$ cat src/verilog/core_pkg.sv
`default_nettype none

package core_pkg;

    typedef logic [31:0] word_t;    // Data and address word
    typedef logic [3:0]  reg_idx_t;
    typedef logic [11:0] imm_t;     // Raw immediate, signed
    typedef logic [3:0]  alu_op_t;
    typedef logic [1:0]  deref_t;

    localparam reg_idx_t PC_INDEX = 4'd15;

    // Operation codes
    localparam alu_op_t OP_OR   = 4'd0;
    localparam alu_op_t OP_AND  = 4'd1;
    localparam alu_op_t OP_ADD  = 4'd2;
    localparam alu_op_t OP_MUL  = 4'd3;
    localparam alu_op_t OP_RSVD = 4'd4;  // Reserved, illegal
    localparam alu_op_t OP_SHL  = 4'd5;
    localparam alu_op_t OP_LE   = 4'd6;
    localparam alu_op_t OP_EQ   = 4'd7;
    localparam alu_op_t OP_NOR  = 4'd8;
    localparam alu_op_t OP_NAND = 4'd9;
    localparam alu_op_t OP_XOR  = 4'd10;
    localparam alu_op_t OP_SUB  = 4'd11;
    localparam alu_op_t OP_XORN = 4'd12;
    localparam alu_op_t OP_SHR  = 4'd13;
    localparam alu_op_t OP_GT   = 4'd14;
    localparam alu_op_t OP_NE   = 4'd15;

    typedef struct packed {
        logic     insn_type;  // 0 means O=Y, A=I
        deref_t   deref;
        reg_idx_t z_idx;
        reg_idx_t x_idx;
        reg_idx_t y_idx;
        alu_op_t  op;
        imm_t     imm;
        logic     illegal;
    } decoded_insn_t;

    typedef struct packed {
        logic  write;
        word_t addr;
        word_t data;
    } mem_req_t;

    typedef enum logic [1:0] {
        ST_RUN,
        ST_LOAD_WAIT,
        ST_HALTED
    } ctrl_state_t;

endpackage

`default_nettype wire
$ cat src/verilog/risc_core.sv
`default_nettype none

module risc_core import core_pkg::*; #(
    parameter word_t RESET_VECTOR = '0,
    parameter int    MEM_CREDITS  = 2
) (
    input  wire        clk,
    input  wire        reset_n,
    output word_t      o_insn_addr,
    input  wire word_t i_insn_data,
    output logic       o_req_valid,
    output mem_req_t   o_req,
    input  wire        i_credit_return,
    input  wire        i_rsp_valid,
    input  wire word_t i_rsp_data,
    output logic       o_halt
);

    decoded_insn_t dec;
    word_t         x_value;
    word_t         y_value;
    word_t         z_value;
    word_t         result;
    word_t         pc;
    logic          wr_en;
    reg_idx_t      wr_idx;
    word_t         wr_data;

    assign o_insn_addr = pc;   // Fetch is always at the PC

    insn_decode u_decode (
        .i_insn (i_insn_data),
        .o_dec  (dec)
    );

    reg_file u_regs (
        .clk       (clk),
        .reset_n   (reset_n),
        .i_x_idx   (dec.x_idx),
        .i_y_idx   (dec.y_idx),
        .i_z_idx   (dec.z_idx),
        .i_pc      (pc),
        .i_wr_en   (wr_en),
        .i_wr_idx  (wr_idx),
        .i_wr_data (wr_data),
        .o_x_value (x_value),
        .o_y_value (y_value),
        .o_z_value (z_value)
    );

    exec_unit u_exec (
        .i_dec     (dec),
        .i_x_value (x_value),
        .i_y_value (y_value),
        .o_result  (result)
    );

    core_control #(
        .RESET_VECTOR (RESET_VECTOR),
        .MEM_CREDITS  (MEM_CREDITS)
    ) u_ctrl (
        .clk             (clk),
        .reset_n         (reset_n),
        .i_dec           (dec),
        .i_result        (result),
        .i_z_value       (z_value),
        .i_credit_return (i_credit_return),
        .i_rsp_valid     (i_rsp_valid),
        .i_rsp_data      (i_rsp_data),
        .o_pc            (pc),
        .o_wr_en         (wr_en),
        .o_wr_idx        (wr_idx),
        .o_wr_data       (wr_data),
        .o_req_valid     (o_req_valid),
        .o_req           (o_req),
        .o_halt          (o_halt)
    );

endmodule

`default_nettype wire

$ cat src/verilog/core_control.sv
`default_nettype none

module core_control import core_pkg::*; #(
    parameter word_t RESET_VECTOR = '0,
    parameter int    MEM_CREDITS  = 2
) (
    input  wire                clk,
    input  wire                reset_n,
    input  wire decoded_insn_t i_dec,
    input  wire word_t         i_result,
    input  wire word_t         i_z_value,
    input  wire                i_credit_return,
    input  wire                i_rsp_valid,
    input  wire word_t         i_rsp_data,
    output word_t              o_pc,
    output logic               o_wr_en,
    output reg_idx_t           o_wr_idx,
    output word_t              o_wr_data,
    output logic               o_req_valid,
    output mem_req_t           o_req,
    output logic               o_halt
);

    localparam int CREDIT_W = $clog2(MEM_CREDITS + 1);

    ctrl_state_t         state_q;
    ctrl_state_t         state_d;
    word_t               pc_q;
    word_t               pc_d;
    word_t               pc_seq;
    logic [CREDIT_W-1:0] credits_q;
    reg_idx_t            load_idx_q;   // Destination of the pending load
    logic                executing;
    logic                is_mem;
    logic                is_load;
    logic                has_credit;
    logic                load_done;

    // True for R1..R14, the indices with real storage
    function automatic logic is_gpr(reg_idx_t idx);
        return (idx != '0) && (idx != PC_INDEX);
    endfunction

    assign executing  = (state_q == ST_RUN) && !i_dec.illegal;
    assign is_mem     = (i_dec.deref != 2'b00);
    assign is_load    = (i_dec.deref == 2'b01);
    assign has_credit = (credits_q != '0);
    assign load_done  = (state_q == ST_LOAD_WAIT) && i_rsp_valid;
    assign pc_seq     = pc_q + 32'd1;

    // Mode 10 stores to address Z, modes 01 and 11 address by the result
    assign o_req_valid = executing && is_mem && has_credit;
    assign o_req.write = i_dec.deref[1];
    assign o_req.addr  = i_dec.deref[0] ? i_result : i_z_value;
    assign o_req.data  = i_dec.deref[0] ? i_z_value : i_result;

    // Single write port, ALU result or load data
    always_comb begin
        if (state_q == ST_LOAD_WAIT) begin
            o_wr_en   = i_rsp_valid && is_gpr(load_idx_q);
            o_wr_idx  = load_idx_q;
            o_wr_data = i_rsp_data;
        end else begin
            o_wr_en   = executing && !is_mem && is_gpr(i_dec.z_idx);
            o_wr_idx  = i_dec.z_idx;
            o_wr_data = i_result;
        end
    end

    always_comb begin
        state_d = state_q;
        pc_d    = pc_q;
        case (state_q)
            ST_RUN: begin
                if (i_dec.illegal) begin
                    state_d = ST_HALTED;                   // PC stays on the bad word
                end else if (!is_mem) begin
                    pc_d = (i_dec.z_idx == PC_INDEX) ? i_result : pc_seq;
                end else if (has_credit) begin
                    if (is_load) begin
                        state_d = ST_LOAD_WAIT;
                    end else begin
                        pc_d = pc_seq;                     // Store done on issue
                    end
                end
            end
            ST_LOAD_WAIT: begin
                if (load_done) begin
                    state_d = ST_RUN;
                    pc_d    = (load_idx_q == PC_INDEX) ? i_rsp_data : pc_seq;
                end
            end
            default: begin
                state_d = ST_HALTED;
            end
        endcase
    end

    always_ff @(posedge clk) begin
        if (!reset_n) begin
            state_q   <= ST_RUN;
            pc_q      <= RESET_VECTOR;
            credits_q <= CREDIT_W'(MEM_CREDITS);
        end else begin
            state_q <= state_d;
            pc_q    <= pc_d;
            case ({o_req_valid, i_credit_return})
                2'b10:   credits_q <= credits_q - 1'b1;
                2'b01:   credits_q <= credits_q + 1'b1;
                default: credits_q <= credits_q;   // Both or neither
            endcase
        end
    end

    always_ff @(posedge clk) begin
        if (o_req_valid && is_load) begin
            load_idx_q <= i_dec.z_idx;
        end
    end

    assign o_pc   = pc_q;
    assign o_halt = (state_q == ST_HALTED);

endmodule

`default_nettype wire

$ cat src/verilog/exec_unit.sv
`default_nettype none

module exec_unit import core_pkg::*; (
    input  wire decoded_insn_t i_dec,
    input  wire word_t         i_x_value,
    input  wire word_t         i_y_value,
    output word_t              o_result
);

    word_t imm_ext;
    word_t opnd_o;
    word_t addend;
    word_t op_out;
    logic  shift_ovf;
    logic  cmp_le;
    logic  cmp_eq;

    assign imm_ext = {{20{i_dec.imm[11]}}, i_dec.imm};

    // Type bit swaps the roles of Y and I
    assign opnd_o = i_dec.insn_type ? imm_ext : i_y_value;
    assign addend = i_dec.insn_type ? i_y_value : imm_ext;

    assign shift_ovf = |opnd_o[31:5];  // Shift of 32 or more
    assign cmp_le    = $signed(i_x_value) <= $signed(opnd_o);
    assign cmp_eq    = i_x_value == opnd_o;

    always_comb begin
        case (i_dec.op)
            OP_OR:   op_out = i_x_value | opnd_o;
            OP_AND:  op_out = i_x_value & opnd_o;
            OP_ADD:  op_out = i_x_value + opnd_o;
            OP_MUL:  op_out = i_x_value * opnd_o;     // Low half only
            OP_SHL:  op_out = shift_ovf ? '0 : i_x_value << opnd_o[4:0];
            OP_LE:   op_out = {31'b0, cmp_le};
            OP_EQ:   op_out = {31'b0, cmp_eq};
            OP_NOR:  op_out = ~(i_x_value | opnd_o);
            OP_NAND: op_out = ~(i_x_value & opnd_o);
            OP_XOR:  op_out = i_x_value ^ opnd_o;
            OP_SUB:  op_out = i_x_value - opnd_o;
            OP_XORN: op_out = i_x_value ^ ~opnd_o;
            OP_SHR:  op_out = shift_ovf ? '0 : i_x_value >> opnd_o[4:0];
            OP_GT:   op_out = {31'b0, ~cmp_le};
            OP_NE:   op_out = {31'b0, ~cmp_eq};
            default: op_out = '0;                      // Reserved code
        endcase
    end

    // Addend goes on after the operation
    assign o_result = op_out + addend;

endmodule

`default_nettype wire

$ cat src/verilog/insn_decode.sv
`default_nettype none

module insn_decode import core_pkg::*; (
    input  wire word_t    i_insn,
    output decoded_insn_t o_dec
);

    logic top_bit_set;
    logic reserved_op;

    // Field layout
    //   31    must be zero
    //   30    type
    //   29:28 dereference mode
    //   27:24 Z, 23:20 X, 19:16 Y
    //   15:12 operation
    //   11:0  signed immediate
    always_comb begin
        o_dec.insn_type = i_insn[30];
        o_dec.deref     = i_insn[29:28];
        o_dec.z_idx     = i_insn[27:24];
        o_dec.x_idx     = i_insn[23:20];
        o_dec.y_idx     = i_insn[19:16];
        o_dec.op        = i_insn[15:12];
        o_dec.imm       = i_insn[11:0];
        o_dec.illegal   = top_bit_set | reserved_op;
    end

    assign top_bit_set = i_insn[31];                 // Covers the 1111 nibble too
    assign reserved_op = (i_insn[15:12] == OP_RSVD);

endmodule

`default_nettype wire

$ cat src/verilog/reg_file.sv
`default_nettype none

module reg_file import core_pkg::*; (
    input  wire           clk,
    input  wire           reset_n,
    input  wire reg_idx_t i_x_idx,
    input  wire reg_idx_t i_y_idx,
    input  wire reg_idx_t i_z_idx,
    input  wire word_t    i_pc,
    input  wire           i_wr_en,
    input  wire reg_idx_t i_wr_idx,
    input  wire word_t    i_wr_data,
    output word_t         o_x_value,
    output word_t         o_y_value,
    output word_t         o_z_value
);

    // Only R1..R14 have storage
    word_t gpr [1:14];

    // R0 is hard zero, R15 maps onto the PC
    function automatic word_t read_reg(reg_idx_t idx);
        word_t value;
        if (idx == '0) begin
            value = '0;
        end else if (idx == PC_INDEX) begin
            value = i_pc;
        end else begin
            value = gpr[idx];
        end
        return value;
    endfunction

    assign o_x_value = read_reg(i_x_idx);
    assign o_y_value = read_reg(i_y_idx);
    assign o_z_value = read_reg(i_z_idx);

    // Index range is checked by the controller
    always_ff @(posedge clk) begin
        if (!reset_n) begin
            for (int i = 1; i <= 14; i++) begin
                gpr[i] <= '0;
            end
        end else if (i_wr_en) begin
            gpr[i_wr_idx] <= i_wr_data;
        end
    end

endmodule

`default_nettype wire

$ cat config.mk
export PLATFORM = sky130hd
export DESIGN_NAME = risc_core
export DESIGN_NICKNAME = d
export VERILOG_FILES = /design/src/verilog/core_pkg.sv /design/src/verilog/risc_core.sv /design/src/verilog/core_control.sv /design/src/verilog/exec_unit.sv /design/src/verilog/insn_decode.sv /design/src/verilog/reg_file.sv
export SDC_FILE = /design/constraint.sdc
export NUM_CORES = 2
export LEC_CHECK = 0
export BUFFER_PORTS_ARGS = -buffer_cell sky130_fd_sc_hd__buf_2
export CAP_MARGIN = 30
export CORE_MARGIN = 2
export CORE_UTILIZATION = 40
export CTS_BUF_LIST = sky130_fd_sc_hd__clkbuf_4
export DETAILED_ROUTE_END_ITERATION = 6
export PLACE_DENSITY = 0.54
export SYNTH_ARGS = -nofsm -noshare
export SYNTH_HDL_FRONTEND = slang
export SYNTH_SLANG_ARGS = --single-unit
$ cat constraint.sdc
create_clock -name clk -period 12.85 [get_ports clk]
set_input_delay 0.6425 -clock clk [delete_from_list [all_inputs] [get_ports clk]]
set_output_delay 0.6425 -clock clk [all_outputs]
set_load 0.03 [all_outputs]
== Word level (Yosys, flattened, before mapping) ==
Memories as Yosys holds them, arrays and structs flattened.
Index checks and enable logic that the tools add are counted.
Widths: inputs -> output; s select.

* Input port bits: 68
* Register bits after elaboration: 40
* RAM bits: 448
* Memories: 1
* Logic and storage cells: 124

* Reductions and logical operators: 27
* Muxes and demuxes: 38
* Shifts and indexed selects: 2
* Multipliers: 1
* Order comparisons: 1
* Add/sub/neg operators: 6
* Eq/ne operators: 34
* Bitwise gates (word level): 10

{| class="wikitable"
|+ Memories
! name !! words !! bits a word !! rd ports !! clocked after Yosys merged registers in !! wr ports !! line !! text
|-
| u_regs.gpr || 14 || 32 || 3 || 0 || 14 || reg_file.sv:19 || <nowiki>word_t gpr [1:14];</nowiki>
|}

{| class="wikitable"
|+ Operators by type and width
! operator !! number
|-
| $mux 32 || 21
|-
| $pmux 32 s15 || 1
|-
| $not 32->32 || 3
|-
| $add 32x32->32 || 2
|-
| $pmux 32 s2 || 1
|-
| $xor 32x32->32 || 2
|-
| $eq 4x4->1 const B || 12
|-
| $add 32x1->32 const B || 1
|-
| $and 32x32->32 || 1
|-
| $eq 32x32->1 || 1
|-
| $le 32x32->1 || 1
|-
| $mul 32x32->32 || 1
|-
| $or 32x32->32 || 1
|-
| $reduce_or 32->1 || 1
|-
| $shl 32x5->32 || 1
|-
| $shr 32x5->32 || 1
|-
| $sub 32x32->32 || 1
|-
| $reduce_or 27->1 || 1
|-
| $eq 4x3->1 const B || 4
|-
| $logic_not 4->1 || 4
|-
| $logic_and 1x1->1 || 10
|-
| $mux 2 || 5
|-
| $ne 3x1->1 const B || 3
|-
| $eq 4x2->1 const B || 2
|-
| 20 further kinds || 38
|}

== Logic depth before layout (Yosys ltp) ==
* Depth after elaboration: 12
* Depth in mapped cells: 53
* Mapped depth without buffers: 44

== Modules after synthesis ==
Synthesis repeated with hierarchy kept, for this count alone.

* Cells, all modules: 6,348
* Area total of the unflattened synthesis: 61,665.4 um^2

{| class="wikitable"
|+ Modules (own cells, without submodules)
! module !! area each (um^2) !! cells each !! seq. area each (um^2) !! instances
|-
| reg_file || 31,083.6 || 2,254 || 15,314.7 || 1
|-
| exec_unit || 26,023.7 || 3,455 || 0.0 || 1
|-
| core_control || 4,310.4 || 606 || 840.8 || 1
|-
| insn_decode || 247.7 || 33 || 0.0 || 1
|}

== Least setup slack after synthesis ==
OpenSTA, ideal clock, no wires.

* Path type: input to output
* Start: input port i_insn_data[16]
* End: output port o_req[31] in the netlist's numbering
* Data arrival time: 12,158 ps
* Slack: 50 ps
* Path buffers: 7
* Stages: 48
* Path through: buf_6 buf_6 mux4_2 mux4_2 mux2_2 nand2_1 o21ai_1 inv_1 clkbuf_1 buf_1 clkbuf_1 clkbuf_1 clkbuf_1 nor2_1 fa_1 inv_1 fa_1 fa_1 [... 12 more ...] nand2_1 a21oi_1 o21ai_0 a21o_1 a21oi_1 xnor2_1 nand2_1 o2111ai_1 ha_1 nand2_1 nor2_1 a221o_1 o41ai_1 o2111ai_1 a21oi_1 xnor3_2 nor2_1 a21oi_1

{| class="wikitable"
|+ RTL lines
! what !! line !! text
|-
| start: declaration || risc_core.sv:10 || <nowiki>input wire word_t i_insn_data,</nowiki>
|-
| end: declaration || risc_core.sv:12 || <nowiki>output mem_req_t o_req,</nowiki>
|}

==> impl_metrics.ini <==
[run_status]
run_status = complete, but fails checks
violations = design-rule violations

[logic_synthesis]
syn_inst = 6275
ys_seq_elements = 550
synth_area_um2 = 60430
async_reset_ff_share_pct = 0
synth.avg_cell_area_um2 = 9.630
synth_area_leaders = edfxtp_1, fa_1, mux4_2
yosysWarningCount = 0
synth_edf_count = 514
yosysUniqueCellTypes = 110
synth.largest_area_cell = edfxtp_1
synth_ff_type = edfxtp_1
yosysSeqAreaShare_pct = 26.74
synth_top_area_share_pct = 25.54

[floorplanning]
die_width_um = 392.7
core_um2 = 150000
die_h_um = 392.7
num_rows = 142
die_area_um2 = 154200
ioPinCount = 167
start_util_pct = 40.30

[worst_setup_path]
regToRegStartpoint = u_regs.gpr[12][2]$_SDFFCE_PN0P_
path_max_fanout = 58
start_kind = input pin
cp-startpoint = i_insn_data[21]
max_stage_delay_ps = 520
critPathArrivalTime_ps = 12110
cp_slowest_cell = nand2_1
regToRegSetupSlack_ps = 1400
crit_path_frequent_cell = fa_1
endpoint_kind = primary output
critPathRequiredTime_ps = 12210
path_class = input pin to primary output

[finish]
nets = 7400
finalNonFillerCells = 8811
layout_common_cells = nor2_1, nand2_1, inv_1
drive_above_1_share_pct = 23.01
layout_commonest_cell = nor2_1
final_area_um2 = 68920
finalCoreUtilization_pct = 45.96
syn2layout_area_growth_pct = 14.06

[global_routing]
grt_overflow = 0
grt_pass1_vias = 54390
grt_pass1_wl_um = 422200
antenna_found_initial = 15
grt_util_all_layers_pct = 39.25
grt_max_degree = 108

[timing]
finalClockSkew_ps = 94.51
tns_ps = 0
setup_violations = 0
finalMaxSlewViolations = 0
period_share_pct = 99.27
maxSlewHeadroom_pct = 21.39
finalHoldViolations = 0
fmax_mhz = 78.40
rsz0062_at_grt = yes
worstMarginPinSlew_ps = 1169
period_needed_ps = 12760

[cts]
root_buffer = clkbuf_4
cts_tree = done
cts_buffer_depth = 3
htreeDepth = 4
insertion_delay_ps = 1190
cts_sinks = 550
clk_pin_slew_ps = 60
numCtsBuffers = 153

[min_path]
min_from = i_rsp_data[7]
hold_path_class = input pin to flip-flop

[detailed_routing]
firstDrtPassIters = 7
wl_per_cell_um = 34.73
viasPerCell = 6.377
via_count = 56190
drt_iter0_markers = 8532
drcViolationCount = 5
drt-total-wl_um = 306000
ant_nets = 0

[run]
maxCapViolCount = 0

[placed_design]
place_congestion = 1.055
portBuffers = 166
dpl.cell_count = 8463
hpwl_um = 222500
place_area_um2 = 65740
## final timing paths
path / to / depth (start not counted)
max: o_req[31] / 42
min: u_ctrl.o_pc[7]$_SDFFE_PN0P_ / 4
max reg2reg: u_regs.gpr[4][31]$_SDFFCE_PN0P_ / 42
min reg2reg: u_ctrl.credits_q[1]$_SDFFE_PN1P_ / 2
## logic make-up (layout without fill, tap and decap cells)
group	after synthesis	after routing	share of synthesized area, %
muxes	610	610	17.28
AOI/OAI and AO/OA	1137	1137	12.58
DFF	550	550	26.74
other	1	77	0.006206
buffers and inverters	1098	1542	7.560
and+or+nand+nor	2002	2002	13.74
adders and majority gates	664	664	18.86
xor gates and xnor gates	213	213	3.243
## stage by stage
| step | hold slack [ps] | setup WS [ps] |
|---|---|---|
| 2_1_floorplan | 476.1 | 49.66 |
| 3_3_place_gp | 486.5 | -9.273 |
| 3_5_place_dp | 505.4 | -4.420 |
| 4_1_cts | 1.899 | 2.895 |
| 5_1_grt | 74.32 | -91.37 |
| 6_report | 73.45 | 94.12 |
## state kept, by name (all words and copies together) (netlist names)
register and cells:
u_regs.gpr 510, u_ctrl.o_pc 32, u_ctrl.load_idx_q 4, u_ctrl.state_q 2
u_ctrl.credits_q 2
## routing by layer
| metal | vias to the layer above | track usage (%) | routed length (µm) |
|---|---|---|---|
| met5 | - | 0 | 68 |
| met3 | 905 | 10.97 | 38510 |
| li1 | 22870 | - | - |
| met1 | 28210 | 51.58 | 116100 |
| met2 | 4196 | 58.28 | 131000 |
| met4 | 12 | 21.83 | 20390 |
## cell usage after synthesis (13+ instances only)
cell	n
inv_2	16
xnor2_1	151
inv_1	568
o21bai_1	36
fa_1	411
a21o_1	35
and2_1	21
o21ai_1	22
nor2_1	956
nor2b_1	31
o22ai_1	44
mux2i_1	187
o221a_2	13
nand4_1	17
buf_1	74
nand2_1	704
buf_6	24
o21ai_0	236
mux4_2	334
nand2b_1	33
buf_4	21
a221oi_1	45
edfxtp_1	514
o211a_1	28
clkbuf_1	328
o21a_1	14
o31ai_1	29
a21oi_1	278
ha_1	253
a221o_1	15
and3_1	26
nand3_1	91
or3_1	15
o221ai_1	65
a31oi_1	27
a211oi_1	31
o211ai_1	92
a22o_1	13
xor2_1	54
nor3_1	41
buf_2	50
dfxtp_1	36
mux2_2	83
## critical path: cells and delay by family
family | cells | cell delay, ps
AO/OA/AOI/OAI | 11 | 2250
XOR/XNOR | 2 | 560
adder cells (fa/ha/maj) | 10 | 4240
buffers and inverters | 9 | 2330
AND/OR/NAND/NOR | 10 | 1950
## area by class of cell
class / instances / area (µm²)
Timing Repair Buffer: 681 / 5228
Antenna cell: 15 / 37.54
Inverter: 593 / 2275
Sequential cell: 550 / 16160
Tap cell: 2016 / 2522
Clock inverter: 35 / 239.0
Fill cell: 14650 / 81040
Timing Repair inverter: 1 / 5.005
Multi-Input combinational cell: 4688 / 40720
Clock buffer: 232 / 1742
## timing repair
item                                   CTS  global route
setup buffers                            0            36
cloned                                   0             4
resized for setup                       23           119
setup endpoints to repair               26            22
endpoints found under the hold margin   44             0
pin swaps                                1            60
hold buffers                            25             0
Power is left out: the tool's default activity adds up to more than one toggle a clock period on the data nets, which glitch-free logic cannot reach.
